File: src/zx_ports_pkg.sv
// all decode uses the low address byte only and extended registers match the high byte exactly
package zx_ports_pkg;

	// ----------------------------------------
	// field widths
	// ----------------------------------------

	// cpu data bus
	localparam int BYTE_W = 8;
	// cpu address bus
	localparam int ADDR_W = 16;
	// ram page registers behind #10..#13
	localparam int PAGE_COUNT = 4;
	// cache enable bits, one per 16k window
	localparam int CACHE_W = 4;

	// ----------------------------------------
	// i/o ports, low address byte
	// ----------------------------------------

	// border, beeper, keyboard and tape
	localparam logic [BYTE_W-1:0] PORT_FE = 8'hFE;
	// #7FFD paging with a15 low, sound chip with a15 high
	localparam logic [BYTE_W-1:0] PORT_FD = 8'hFD;
	// extended config space, register number in a[15:8]
	localparam logic [BYTE_W-1:0] PORT_XT = 8'hAF;
	// covox dac
	localparam logic [BYTE_W-1:0] PORT_COVOX = 8'hFB;
	// kempston joystick, hidden while dos rom is on
	localparam logic [BYTE_W-1:0] PORT_KJOY = 8'h1F;
	// kempston mouse
	localparam logic [BYTE_W-1:0] PORT_KMOUSE = 8'hDF;

	// ----------------------------------------
	// extended registers, high address byte
	// ----------------------------------------

	// status byte, read only
	localparam logic [BYTE_W-1:0] XT_XSTAT = 8'h00;
	// base of the four page registers
	localparam logic [BYTE_W-1:0] XT_RAMPAGE = 8'h10;
	localparam logic [BYTE_W-1:0] XT_SYSCONF = 8'h20;
	localparam logic [BYTE_W-1:0] XT_MEMCONF = 8'h21;
	localparam logic [BYTE_W-1:0] XT_INTMASK = 8'h2A;
	localparam logic [BYTE_W-1:0] XT_CACHECONF = 8'h2B;

	// ----------------------------------------
	// port select
	// ----------------------------------------

	// one value per decoded port
	// SEL_NONE means no internal port is hit
	typedef enum logic [2:0]
	{
		SEL_NONE,
		SEL_FE,
		SEL_FD,
		SEL_XT,
		SEL_COVOX,
		SEL_KJOY,
		SEL_KMOUSE
	} port_sel_e;

endpackage

File: src/zx_paging_regs.sv
// page 3 is shared by #7FFD and #13AF, whichever writes last wins; lock48 only clears on reset
`timescale 1ns/1ps

module zx_paging_regs
#(
	parameter logic [zx_ports_pkg::BYTE_W-1:0] BANK0_RESET   = 8'h00,
	parameter logic [zx_ports_pkg::BYTE_W-1:0] BANK1_RESET   = 8'h05,
	parameter logic [zx_ports_pkg::BYTE_W-1:0] BANK2_RESET   = 8'h02,
	parameter logic [zx_ports_pkg::BYTE_W-1:0] BANK3_RESET   = 8'h00,
	parameter logic [zx_ports_pkg::BYTE_W-1:0] MEMCONF_RESET = 8'h04
)
(
	input  logic                                                     clk,
	input  logic                                                     rst,
	input  logic                                                     xt_wr,
	input  logic                                                     fd_wr,
	input  logic                                                     opfetch,
	input  logic [zx_ports_pkg::BYTE_W-1:0]                          xt_addr,
	input  logic [zx_ports_pkg::BYTE_W-1:0]                          din,
	output logic [zx_ports_pkg::PAGE_COUNT*zx_ports_pkg::BYTE_W-1:0] xt_page,
	output logic [zx_ports_pkg::BYTE_W-1:0]                          memconf
);

	import zx_ports_pkg::*;

	logic [BYTE_W-1:0] rampage [PAGE_COUNT];

	// lock48 latch, set by #7FFD bit 5
	logic lock48;
	// mode 2 sample taken on each opcode fetch
	logic m1_lock128;

	logic mode2;
	logic mode3;
	logic lock128;
	logic p7ffd_wr;
	logic [BYTE_W-1:0] page3_next;

	// pages packed low to high
	assign xt_page = {rampage[3], rampage[2], rampage[1], rampage[0]};

	// ----------------------------------------
	// lock128 modes from memconf[7:6]
	// ----------------------------------------

	assign mode2 = (memconf[7:6] == 2'b10);
	assign mode3 = (memconf[7:6] == 2'b11);

	// mode 3 never locks, it uses din[5] as a page bit instead
	assign lock128 = mode3 ? 1'b0 : (mode2 ? m1_lock128 : memconf[6]);

	// once lock48 is set the port is dead until reset
	assign p7ffd_wr = fd_wr && !lock48;

	// mode 3 gives 1 mb pentagon style paging
	always_comb
	begin
		if (mode3)
			page3_next = {2'b00, din[5], din[7:6], din[2:0]};
		else
			page3_next = {3'b000, (lock128 ? 2'b00 : din[7:6]), din[2:0]};
	end

	// opcode byte with bits 7 and 6 equal arms the lock
	always_ff @(posedge clk)
	begin
		if (rst)
			m1_lock128 <= 1'b0;
		else if (opfetch)
			m1_lock128 <= !(din[7] ^ din[6]);
	end

	// ----------------------------------------
	// page registers and memconf
	// ----------------------------------------

	always_ff @(posedge clk)
	begin
		if (rst)
		begin
			rampage[0] <= BANK0_RESET;
			rampage[1] <= BANK1_RESET;
			rampage[2] <= BANK2_RESET;
			rampage[3] <= BANK3_RESET;
			memconf <= MEMCONF_RESET;
		end
		else if (p7ffd_wr)
		begin
			// rom 48/128 select
			memconf[0] <= din[4];
			rampage[3] <= page3_next;
		end
		else if (xt_wr)
		begin
			// #10..#13 differ only in the two low bits
			if (xt_addr[BYTE_W-1:2] == XT_RAMPAGE[BYTE_W-1:2])
				rampage[xt_addr[1:0]] <= din;
			if (xt_addr == XT_MEMCONF)
				memconf <= din;
		end
	end

	// mode 3 keeps bit 5 as a page bit, no 48k lock there
	always_ff @(posedge clk)
	begin
		if (rst)
			lock48 <= 1'b0;
		else if (p7ffd_wr && !mode3)
			lock48 <= din[5];
	end

endmodule

File: src/zx_port_decode.sv
// purely combinational; iowr_s and iord_s must be single clk pulses per cpu access
`timescale 1ns/1ps

module zx_port_decode
(
	input  logic [zx_ports_pkg::ADDR_W-1:0] a,
	input  logic                            iowr_s,
	input  logic                            iord_s,
	input  logic                            iord,
	input  logic                            dos,
	output zx_ports_pkg::port_sel_e         port_sel,
	output logic                            porthit,
	output logic                            external_port,
	output logic                            dataout,
	output logic                            xt_wr,
	output logic                            xt_rd,
	output logic                            fd_wr,
	output logic                            fe_wr,
	output logic                            covox_wr
);

	import zx_ports_pkg::*;

	// low byte selects the port
	logic [BYTE_W-1:0] loa;

	assign loa = a[BYTE_W-1:0];

	// ----------------------------------------
	// port classification
	// ----------------------------------------

	always_comb
	begin
		case (loa)
			PORT_FE:     port_sel = SEL_FE;
			PORT_FD:     port_sel = SEL_FD;
			PORT_XT:     port_sel = SEL_XT;
			PORT_COVOX:  port_sel = SEL_COVOX;
			// joystick shares #1F with the fdc, so dos hides it
			PORT_KJOY:   port_sel = dos ? SEL_NONE : SEL_KJOY;
			PORT_KMOUSE: port_sel = SEL_KMOUSE;
			default:     port_sel = SEL_NONE;
		endcase
	end

	assign porthit = (port_sel != SEL_NONE);

	// sound chip sits on #FD with a15 set, handled off-chip
	assign external_port = (port_sel == SEL_FD) && a[ADDR_W-1];

	// drive the cpu bus only for our own ports
	assign dataout = porthit && iord && !external_port;

	// ----------------------------------------
	// strobes
	// ----------------------------------------

	assign xt_wr = (port_sel == SEL_XT) && iowr_s;
	assign xt_rd = (port_sel == SEL_XT) && iord_s;

	// #7FFD, lock48 gating happens in the paging block
	assign fd_wr = (port_sel == SEL_FD) && !a[ADDR_W-1] && iowr_s;

	// border and beeper
	assign fe_wr = (port_sel == SEL_FE) && iowr_s;
	assign covox_wr = (port_sel == SEL_COVOX) && iowr_s;

endmodule

File: src/zx_port_readback.sv
// combinational read mux; unmapped ports and extended registers read as #FF
`timescale 1ns/1ps

module zx_port_readback
(
	input  zx_ports_pkg::port_sel_e                                  port_sel,
	input  logic [zx_ports_pkg::BYTE_W-1:0]                          xt_addr,
	input  logic [zx_ports_pkg::PAGE_COUNT*zx_ports_pkg::BYTE_W-1:0] xt_page,
	input  logic                                                     pwr_up,
	input  logic                                                     tape_read,
	input  logic [4:0]                                               keys_in,
	input  logic [4:0]                                               kj_in,
	input  logic [zx_ports_pkg::BYTE_W-1:0]                          mus_in,
	output logic [zx_ports_pkg::BYTE_W-1:0]                          dout
);

	import zx_ports_pkg::*;

	// ----------------------------------------
	// extended register readback
	// ----------------------------------------

	logic [BYTE_W-1:0] xt_dout;

	always_comb
	begin
		case (xt_addr)
			// low bits 000011 report the board revision
			XT_XSTAT:
				xt_dout = {1'b0, pwr_up, 6'b000011};
			// only the upper two pages read back
			XT_RAMPAGE + 8'd2,
			XT_RAMPAGE + 8'd3:
				xt_dout = xt_page[xt_addr[1:0]*BYTE_W +: BYTE_W];
			default:
				xt_dout = 8'hFF;
		endcase
	end

	// ----------------------------------------
	// port mux
	// ----------------------------------------

	always_comb
	begin
		case (port_sel)
			// bit 5 reads high like a real issue 3 board
			SEL_FE:
				dout = {1'b1, tape_read, 1'b1, keys_in};
			SEL_XT:
				dout = xt_dout;
			// kempston, fire and directions
			SEL_KJOY:
				dout = {3'b000, kj_in};
			SEL_KMOUSE:
				dout = mus_in;
			// #FD and covox are write only
			default:
				dout = 8'hFF;
		endcase
	end

endmodule

File: src/zx_ports.sv
// single clock domain; cpu accesses arrive as one-cycle iowr_s and iord_s pulses on clk
`timescale 1ns/1ps

module zx_ports
#(
	parameter logic [zx_ports_pkg::BYTE_W-1:0] BANK0_RESET   = 8'h00,
	parameter logic [zx_ports_pkg::BYTE_W-1:0] BANK1_RESET   = 8'h05,
	parameter logic [zx_ports_pkg::BYTE_W-1:0] BANK2_RESET   = 8'h02,
	parameter logic [zx_ports_pkg::BYTE_W-1:0] BANK3_RESET   = 8'h00,
	parameter logic [zx_ports_pkg::BYTE_W-1:0] MEMCONF_RESET = 8'h04,
	parameter logic [zx_ports_pkg::BYTE_W-1:0] SYSCONF_RESET = 8'h01,
	parameter logic [zx_ports_pkg::BYTE_W-1:0] INTMASK_RESET = 8'h01
)
(
	input  logic                                                     clk,
	input  logic                                                     rst,
	input  logic [zx_ports_pkg::ADDR_W-1:0]                          a,
	input  logic [zx_ports_pkg::BYTE_W-1:0]                          din,
	input  logic                                                     iord,
	input  logic                                                     iowr_s,
	input  logic                                                     iord_s,
	input  logic                                                     opfetch,
	input  logic                                                     dos,
	input  logic [4:0]                                               keys_in,
	input  logic                                                     tape_read,
	input  logic [4:0]                                               kj_in,
	input  logic [zx_ports_pkg::BYTE_W-1:0]                          mus_in,
	output logic [zx_ports_pkg::BYTE_W-1:0]                          dout,
	output logic                                                     porthit,
	output logic                                                     external_port,
	output logic                                                     dataout,
	output logic                                                     fe_wr,
	output logic                                                     covox_wr,
	output logic [zx_ports_pkg::PAGE_COUNT*zx_ports_pkg::BYTE_W-1:0] xt_page,
	output logic [zx_ports_pkg::BYTE_W-1:0]                          memconf,
	output logic [zx_ports_pkg::BYTE_W-1:0]                          sysconf,
	output logic [zx_ports_pkg::CACHE_W-1:0]                         cacheconf,
	output logic [zx_ports_pkg::BYTE_W-1:0]                          intmask
);

	import zx_ports_pkg::*;

	port_sel_e port_sel;
	logic      xt_wr;
	logic      xt_rd;
	logic      fd_wr;
	logic      pwr_up;

	// ----------------------------------------
	// decode
	// ----------------------------------------

	zx_port_decode zx_port_decode_inst
	(
		.a             (a),
		.iowr_s        (iowr_s),
		.iord_s        (iord_s),
		.iord          (iord),
		.dos           (dos),
		.port_sel      (port_sel),
		.porthit       (porthit),
		.external_port (external_port),
		.dataout       (dataout),
		.xt_wr         (xt_wr),
		.xt_rd         (xt_rd),
		.fd_wr         (fd_wr),
		.fe_wr         (fe_wr),
		.covox_wr      (covox_wr)
	);

	// ----------------------------------------
	// register blocks
	// ----------------------------------------

	// high address byte picks the extended register
	zx_paging_regs
	#(
		.BANK0_RESET   (BANK0_RESET),
		.BANK1_RESET   (BANK1_RESET),
		.BANK2_RESET   (BANK2_RESET),
		.BANK3_RESET   (BANK3_RESET),
		.MEMCONF_RESET (MEMCONF_RESET)
	)
	zx_paging_regs_inst
	(
		.clk     (clk),
		.rst     (rst),
		.xt_wr   (xt_wr),
		.fd_wr   (fd_wr),
		.opfetch (opfetch),
		.xt_addr (a[ADDR_W-1:BYTE_W]),
		.din     (din),
		.xt_page (xt_page),
		.memconf (memconf)
	);

	zx_sysconf_regs
	#(
		.SYSCONF_RESET (SYSCONF_RESET),
		.INTMASK_RESET (INTMASK_RESET)
	)
	zx_sysconf_regs_inst
	(
		.clk       (clk),
		.rst       (rst),
		.xt_wr     (xt_wr),
		.xt_rd     (xt_rd),
		.xt_addr   (a[ADDR_W-1:BYTE_W]),
		.din       (din),
		.sysconf   (sysconf),
		.cacheconf (cacheconf),
		.intmask   (intmask),
		.pwr_up    (pwr_up)
	);

	// ----------------------------------------
	// read mux
	// ----------------------------------------

	zx_port_readback zx_port_readback_inst
	(
		.port_sel  (port_sel),
		.xt_addr   (a[ADDR_W-1:BYTE_W]),
		.xt_page   (xt_page),
		.pwr_up    (pwr_up),
		.tape_read (tape_read),
		.keys_in   (keys_in),
		.kj_in     (kj_in),
		.mus_in    (mus_in),
		.dout      (dout)
	);

endmodule

File: src/zx_sysconf_regs.sv
// power-up flag is set only by fpga configuration and survives rst; needs a target with init values
`timescale 1ns/1ps

module zx_sysconf_regs
#(
	parameter logic [zx_ports_pkg::BYTE_W-1:0] SYSCONF_RESET = 8'h01,
	parameter logic [zx_ports_pkg::BYTE_W-1:0] INTMASK_RESET = 8'h01
)
(
	input  logic                             clk,
	input  logic                             rst,
	input  logic                             xt_wr,
	input  logic                             xt_rd,
	input  logic [zx_ports_pkg::BYTE_W-1:0]  xt_addr,
	input  logic [zx_ports_pkg::BYTE_W-1:0]  din,
	output logic [zx_ports_pkg::BYTE_W-1:0]  sysconf,
	output logic [zx_ports_pkg::CACHE_W-1:0] cacheconf,
	output logic [zx_ports_pkg::BYTE_W-1:0]  intmask,
	output logic                             pwr_up
);

	import zx_ports_pkg::*;

	// loaded as 1 by configuration
	logic pwr_up_q = 1'b1;

	assign pwr_up = pwr_up_q;

	// ----------------------------------------
	// config registers
	// ----------------------------------------

	always_ff @(posedge clk)
	begin
		if (rst)
		begin
			sysconf <= SYSCONF_RESET;
			// cache off after reset
			cacheconf <= '0;
			intmask <= INTMASK_RESET;
		end
		else if (xt_wr)
		begin
			// sysconf bit 2 is the global cache enable
			if (xt_addr == XT_SYSCONF)
			begin
				sysconf <= din;
				cacheconf <= {CACHE_W{din[2]}};
			end
			// per window cache enables
			if (xt_addr == XT_CACHECONF)
				cacheconf <= din[CACHE_W-1:0];
			if (xt_addr == XT_INTMASK)
				intmask <= din;
		end
	end

	// ----------------------------------------
	// power-up flag
	// ----------------------------------------

	// first status read clears it for good
	always_ff @(posedge clk)
	begin
		if (xt_rd && (xt_addr == XT_XSTAT))
			pwr_up_q <= 1'b0;
	end

endmodule
File: config.mk
export PLATFORM = sky130hd
export DESIGN_NAME = zx_ports
export DESIGN_NICKNAME = d
export VERILOG_FILES = /design/src/zx_ports_pkg.sv /design/src/zx_paging_regs.sv /design/src/zx_port_decode.sv /design/src/zx_port_readback.sv /design/src/zx_ports.sv /design/src/zx_sysconf_regs.sv
export SDC_FILE = /design/constraint.sdc
export NUM_CORES = 1
export LEC_CHECK = 0
export ABC_AREA = 1
export BUFFER_PORTS_ARGS = -buffer_cell sky130_fd_sc_hd__buf_4
export CORE_MARGIN = 3
export CORE_UTILIZATION = 52
export DETAILED_ROUTE_END_ITERATION = 6
export PLACE_DENSITY = 0.85
export SETUP_SLACK_MARGIN = 0.4
export SLEW_MARGIN = 20
export SYNTH_ARGS = -nofsm -noshare
export SYNTH_HDL_FRONTEND = slang
export SYNTH_SLANG_ARGS = --single-unit
File: constraint.sdc
create_clock -name clk -period 4.5 [get_ports clk]
set_input_delay 0.675 -clock clk [delete_from_list [all_inputs] [get_ports clk]]
set_output_delay 0.675 -clock clk [all_outputs]
set_load 0.02 [all_outputs]
==> impl_metrics.toml, run 1 <==
[critical_path]
critPathCaptureType = "output pin"
slowest_delay_ns = 0.52
critical_path.top_delay_family = "simple AND/OR/NAND/NOR gates"
largest_driver_fanout_on_the_critical_path = 7
slowest_stage = "sky130_fd_sc_hd__nor3_1"
timing.critical_path.arrival_ns = 2.37
startpoint_type = "input port"
cp_num_buf_inv = 3
required_arrival_time_at_the_worst_endpoint_ns = 3.83
worstPathCellList = "buf_4 -> nor3_1 -> nand2_1 -> nand2_1 -> nor2_1 -> inv_1 -> nand4_1 -> buf_4"
timing.setup.critical_path_class = "in -> out"

[clock_network]
maximum_buffer_depth_of_the_clock_tree = 2
clk_pin_slew_worst_paths_ns = 0.07
worst_skew_pair_later_pin_latency_ns = 0.35
tritoncts_clock_tree = "yes"
clkSinkCount = 62
ctsHtreeMaxLevel = 3
tritoncts.num_buffers = 9
cts_hold_buf = 0
cts_root_buffer = "sky130_fd_sc_hd__clkbuf_8"
cts-resized-gates = 0
cts_setup_buffers = 0

[place]
gp_congestion = 0.8189
place.port_buffers = 121
place_ws_ns = 1.536
dp.final_hpwl_um = 7034

[synthesis]
synth_area_um2 = 3104
synth.lib_cells_used.distinct = 24
synth_seq_area_share_pct = 50.30
syn_inst = 401
postSynthRegisterBits = 62
syn_area_per_cell_um2 = 7.741
ys.warnings.count = 0
net_count_after_synthesis = 451

[sta]
final_max_slew_viol_count = 0
final_min_period_over_clock_period_pct = 67.58
tightestPinTransition_ns = 1.084
setup_tns_ns = 0
finalCriticalPeriod_ns = 3.041
worst_slew_margin_rel_pct = 26.95
fmax_mhz = 328.8
finalHoldViolCount = 0
skew_ns = 0.005804
setup_viol_count_final = 0
finalWorstSetupSlack_ns = 1.459
grt_setup_unrepaired = "no"

[floorplan]
fp-row-count = 27
die_h_um = 83.27
placeableCoreArea_um2 = 5642
start_util_pct = 55.02
dieArea_um2 = 6933
die-width_um = 83.27
boundaryPins = 123

[finish]
flow.area_growth_from_synthesis_pct = 36.15
post_route_cells_drive_above_1_share_pct = 28.87
antennaDiodeCount = 0
design.final.nets = 575

[grt]
maximum_number_of_pins_on_one_net_before_global_route_repair = 31
grt_pass1_vias = 3121
antenna_found_initial = 0
grt.overflow.total = 0
top_usage_layer = "met2"
wire_length_of_the_first_global_routing_pass_um = 14760
grt_util_met3_pct = 8.234
global_route_met1_usage_pct = 33.02
global_route.usage.met2_pct = 43.80
grtUsageTotal_pct = 26.53

[detailed_routing]
num_vias = 3277
drcViolationCount = 0
detail_route.iter0.violations = 374
wl_per_cell_um = 15.23
antenna_violating_nets_post_route = 0
detailedRoute.firstPassIterationCount = 5
total_routed_wirelength_um = 9170
viasPerCell = 5.444

[power_and_ir_drop]
internal_power_w = 0.0008616
ir_worst_vdd_uv = 212.9
p_per_area_nw_per_um2 = 280.3
switching_share_pct = 27.27
static-leakage-power_nw = 2.024
p_clk_share_pct = 36.8
power_switching_w = 0.0003230
power_frac_comb_pct = 11.4
power.sequential.fraction_pct = 51.8

[status]
run_status = "complete, no violations"

[worst_hold_path]
hold_path_class = "reg -> reg"

[job]
max-cap-violations = 0
per-layer routing:
layer	vias to the layer above	routed length, um
met5	-	0
met3	34	963
met2	195	4394
met4	0	277
li1	1561	-
met1	1487	3535
Yosys cell counts:
cell,instances,area (um2)
sky130_fd_sc_hd__a21oi_1,27,135.1
sky130_fd_sc_hd__buf_2,2,10.01
sky130_fd_sc_hd__buf_4,2,15.01
sky130_fd_sc_hd__buf_6,1,11.26
sky130_fd_sc_hd__clkbuf_1,3,11.26
sky130_fd_sc_hd__clkinv_2,1,5.000
sky130_fd_sc_hd__dfxtp_1,30,600.6
sky130_fd_sc_hd__edfxtp_1,32,960.9
sky130_fd_sc_hd__inv_1,51,191.4
sky130_fd_sc_hd__nand2_1,82,307.8
sky130_fd_sc_hd__nand2_2,6,37.54
sky130_fd_sc_hd__nand3_1,27,135.1
sky130_fd_sc_hd__nand3_4,1,17.52
sky130_fd_sc_hd__nand3b_1,3,22.52
sky130_fd_sc_hd__nand4_1,8,50.05
sky130_fd_sc_hd__nor2_1,73,274.0
sky130_fd_sc_hd__nor2_2,1,6.260
sky130_fd_sc_hd__nor2_4,5,56.30
sky130_fd_sc_hd__nor3_1,9,45.04
sky130_fd_sc_hd__nor3_2,1,10.01
sky130_fd_sc_hd__o211ai_1,7,52.55
sky130_fd_sc_hd__o21ai_0,27,135.1
sky130_fd_sc_hd__o31ai_1,1,7.510
sky130_fd_sc_hd__or2_2,1,6.260
final cells by class:
cell class | count | area, um2
Timing Repair Buffer | 121 | 908.4
Fill cell | 455 | 1415
Clock buffer | 9 | 123.9
Multi-Input combinational cell | 279 | 1299
Clock inverter | 7 | 47.55
Tap cell | 72 | 90.09
Sequential cell | 62 | 1562
Inverter | 52 | 196.4
cell families after synthesis:
| group | after synthesis | synth area share (%) |
|---|---|---|
| and+or+nand+nor | 217 | 31.20 |
| buffers and inverters | 60 | 7.859 |
| DFF | 62 | 50.30 |
| AOI/OAI and AO/OA | 62 | 10.64 |
power by group through the flow:
stage                     clock network, W   logic, W  registers [W]
after floorplan                          0  0.0000441       0.000642
after global placement                   0   0.000131       0.000626
after detailed placement                 0   0.000134       0.000626
after CTS                         0.000435   0.000134       0.000614
after global routing              0.000470   0.000146       0.000615
final                             0.000435   0.000136       0.000614
final timing paths:
path / startpoint / end / slack [ns] / depth (start not counted)
worst min register to register: zx_sysconf_regs_inst.cacheconf[2] / zx_sysconf_regs_inst.cacheconf[2] / 0.47 / 2
worst min-delay path: zx_sysconf_regs_inst.cacheconf[2] / zx_sysconf_regs_inst.cacheconf[2] / 0.47 / 2
worst max-delay path: a[5] / dout[5] / 1.46 / 8
worst max register to register: zx_paging_regs_inst.lock48 / zx_paging_regs_inst.rampage[3][0] / 2.65 / 5
state kept, by name (all words and copies together), names as in the netlist:
name	flops
zx_paging_regs_inst.lock48	1
zx_sysconf_regs_inst.cacheconf	4
zx_paging_regs_inst.m1_lock128	1
zx_sysconf_regs_inst.sysconf	8
zx_paging_regs_inst.memconf	8
zx_sysconf_regs_inst.intmask	8
zx_paging_regs_inst.rampage	32
worst register-to-register path, stage by stage, from the launching register on:
cell,delay (ns)
sky130_fd_sc_hd__dfxtp_1,0.31
sky130_fd_sc_hd__nor3_1,0.23
sky130_fd_sc_hd__nand3_1,0.18
sky130_fd_sc_hd__nand2_1,0.19
sky130_fd_sc_hd__inv_1,0.13
sky130_fd_sc_hd__o21ai_0,0.43
cells in the final DEF, fill, tap and decap left out:
cell type                    count
sky130_fd_sc_hd__inv_6           2
sky130_fd_sc_hd__nand3b_1        3
sky130_fd_sc_hd__o31ai_1         1
sky130_fd_sc_hd__nor2_2          1
sky130_fd_sc_hd__inv_1          51
sky130_fd_sc_hd__nor2_4          5
sky130_fd_sc_hd__nand3_4         1
sky130_fd_sc_hd__nand2_2         6
sky130_fd_sc_hd__nor3_2          1
sky130_fd_sc_hd__nand4_1         8
sky130_fd_sc_hd__buf_4         121
sky130_fd_sc_hd__clkinv_2        4
sky130_fd_sc_hd__o211ai_1        7
sky130_fd_sc_hd__nor2_1         73
sky130_fd_sc_hd__or2_2           1
sky130_fd_sc_hd__o21ai_0        27
sky130_fd_sc_hd__edfxtp_1       32
sky130_fd_sc_hd__clkbuf_8        9
sky130_fd_sc_hd__nand2_1        82
sky130_fd_sc_hd__a21oi_1        27
sky130_fd_sc_hd__nand3_1        27
sky130_fd_sc_hd__clkinvlp_4      2
sky130_fd_sc_hd__dfxtp_1        30
sky130_fd_sc_hd__nor3_1          9
per-stage QoR:
stage	cells	instance area (um2)	hold WS (ns)	power [W]	util (%)
after floorplan	401	3104	0.4298	0.0006858	-
after global placement	586	4055	0.4464	0.0007570	71.88
after detailed placement	586	4055	0.4553	0.0007602	71.88
after CTS	602	4227	0.4681	0.001183	74.92
after global routing	602	4227	0.4889	0.001231	74.92
final	602	4227	0.4663	0.001185	74.92
No activity file was read; power rests on OpenSTA's default activity.
==> run 2: changes to the inputs <==
--- a/config.mk
+++ b/config.mk
@@ -8,9 +8,9 @@
 export ABC_AREA = 1
 export BUFFER_PORTS_ARGS = -buffer_cell sky130_fd_sc_hd__buf_4
 export CORE_MARGIN = 3
-export CORE_UTILIZATION = 52
+export CORE_UTILIZATION = 44
 export DETAILED_ROUTE_END_ITERATION = 6
-export PLACE_DENSITY = 0.85
+export PLACE_DENSITY = 0.76
 export SETUP_SLACK_MARGIN = 0.4
 export SLEW_MARGIN = 20
 export SYNTH_ARGS = -nofsm -noshare
==> constraint.sdc (replaced) <==
create_clock -name clk -period 2.7 [get_ports clk]
set_input_delay 0.405 -clock clk [delete_from_list [all_inputs] [get_ports clk]]
set_output_delay 0.405 -clock clk [all_outputs]
set_load 0.02 [all_outputs]
==> impl_metrics.toml, run 2 (synthesized netlist as in run 1, its figures left out) <==
[status]
run_status = "complete, no violations"

[power_and_ir_drop]
static-leakage-power_nw = 2.068
power.sequential.fraction_pct = 48.1
power_frac_comb_pct = 10.8
p_per_area_nw_per_um2 = 489.4
power_switching_w = 0.0005073
p_clk_share_pct = 41.1
ir_worst_vdd_uv = 360.8
switching_share_pct = 23.86
internal_power_w = 0.001619
total_power_w = 0.002126

[finish]
top_register = "zx_paging_regs_inst.rampage"
post_route_cells_drive_above_1_share_pct = 29.72
leading_cell_type_in_the_layout_fill_and_taps_excluded = "sky130_fd_sc_hd__buf_4"
largest_register_ff_count = 32
design.final.nets = 580
most-common-layout-cells = "126 x sky130_fd_sc_hd__buf_4, 82 x sky130_fd_sc_hd__nand2_1, 72 x sky130_fd_sc_hd__nor2_1, 51 x sky130_fd_sc_hd__inv_1, 32 x sky130_fd_sc_hd__edfxtp_1"
final.fill_count = 578
antennaDiodeCount = 0
finalNonFillerCells = 628
flow.area_growth_from_synthesis_pct = 39.94

[floorplan]
die-width_um = 90.00
boundaryPins = 123
start_util_pct = 47.01
die_h_um = 90.00
dieArea_um2 = 8099
placeableCoreArea_um2 = 6604
fp-row-count = 29

[detailed_routing]
wl_per_cell_um = 14.42
drcViolationCount = 0
antenna_violating_nets_post_route = 0
num_vias = 3141
detail_route.iter0.violations = 174
viasPerCell = 5.002
detailedRoute.firstPassIterationCount = 5
total_routed_wirelength_um = 9058

[grt]
grt.overflow.total = 0
wire_length_of_the_first_global_routing_pass_um = 14730
antenna_found_initial = 0
grtUsageTotal_pct = 22.60
maximum_number_of_pins_on_one_net_before_global_route_repair = 30
grt_pass1_vias = 3022

[clock_network]
tritoncts_clock_tree = "yes"
clkSinkCount = 62
ctsHtreeMaxLevel = 3
maximum_buffer_depth_of_the_clock_tree = 2
cts_hold_buf = 0
tritoncts.num_buffers = 9
cts_setup_buffers = 0
cts_root_buffer = "sky130_fd_sc_hd__clkbuf_8"
worst_skew_pair_later_pin_latency_ns = 0.34
clk_pin_slew_worst_paths_ns = 0.07

[place]
post-place-cells = 612
place.port_buffers = 121
dp.final_hpwl_um = 7106
gp_congestion = 0.8597

[critical_path]
required_arrival_time_at_the_worst_endpoint_ns = 2.30
startpoint_type = "input port"
timing.critical_path.arrival_ns = 1.70
timing.setup.critical_path_class = "in -> out"
largest_driver_fanout_on_the_critical_path = 5
critPathCaptureType = "output pin"

[sta]
grt_setup_unrepaired = "no"
hold_ws_ns = 0.2702
setup_viol_count_final = 0
finalCriticalPeriod_ns = 2.109
final_min_period_over_clock_period_pct = 78.13
final_max_slew_viol_count = 0
tightestPinTransition_ns = 0.3694
setup_tns_ns = 0
finalHoldViolCount = 0
worst_slew_margin_rel_pct = 75.35
skew_ns = 0.005811
fmax_mhz = 474.1

[worst_hold_path]
hold_path_class = "in -> reg"

[job]
max-cap-violations = 0
==> run 2: cell count changes in the layout (fill, tap and decap cells not counted), sizes merged <==
cell    before  now
buf        121  126
bufinv       0    2
inv         53   51
==> run 2: stage by stage <==
step           worst slack, ns  cell area (um2)  utilization (%)
3_3_place_gp            0.5552             4119            62.37
2_1_floorplan           0.6833             3104                -
5_1_grt                 0.4542             4344            65.78
4_1_cts                 0.5075             4332            65.59
3_5_place_dp            0.5166             4119            62.37
6_report                0.5906             4344            65.78
==> run 2: repair_timing <==
action / in CTS / in global routing
gates resized for setup: 0 / 3
setup endpoints to repair: 0 / 8
hold endpoints to repair: 0 / 0
==> run 2: layout make-up <==
type / instances / area, um2 / area share, %
clock inverters: 7 / 88.84 / 2.045
inverters: 52 / 196.4 / 4.522
multi-input cells: 279 / 1311 / 30.18
well taps: 93 / 116.4 / 2.679
clock buffers: 9 / 123.9 / 2.851
repair buffers: 126 / 945.9 / 21.77
flip-flops and latches: 62 / 1562 / 35.94
==> run 2: worst max-delay path, stage by stage <==
cell,delay [ns]
sky130_fd_sc_hd__buf_4,0.11
sky130_fd_sc_hd__inv_1,0.05
sky130_fd_sc_hd__nand2_1,0.05
sky130_fd_sc_hd__nor2_1,0.23
sky130_fd_sc_hd__nand2_1,0.20
sky130_fd_sc_hd__nand2_1,0.15
sky130_fd_sc_hd__nor2_2,0.07
sky130_fd_sc_hd__inv_1,0.15
sky130_fd_sc_hd__nand4_1,0.11
sky130_fd_sc_hd__buf_4,0.17
==> run 2: per-layer routing <==
metal / vias to the layer above / part of all wire (%) / global-route usage, % / wire [um]
li1: 1575 / - / - / -
met1: 1414 / 40 / 27.83 / 3612
met2: 134 / 50 / 38.41 / 4498
met3: 18 / 8.9 / 7.346 / 805
met4: 0 / 1.6 / 5.740 / 142
met5: - / 0 / 0 / 0
==> run 2: power by group through the flow <==
stage          Clock, W  Combinational (W)  Sequential, W
2_1_floorplan         0          0.0000735        0.00107
3_3_place_gp          0           0.000223        0.00104
3_5_place_dp          0           0.000227        0.00104
4_1_cts        0.000881           0.000228        0.00102
5_1_grt        0.000929           0.000250        0.00102
6_report       0.000875           0.000229        0.00102
==> run 2: path summary, 6_finish.rpt <==
check / startpoint / endpoint / cells past startpoint / slack, ns
hold / removal: rst / zx_sysconf_regs_inst.cacheconf[2] / 2 / 0.27
hold reg to reg: zx_sysconf_regs_inst.cacheconf[2] / zx_sysconf_regs_inst.cacheconf[2] / 2 / 0.46
setup / recovery: a[6] / dout[5] / 10 / 0.59
setup reg to reg: zx_paging_regs_inst.lock48 / zx_paging_regs_inst.rampage[2][1] / 6 / 1.08
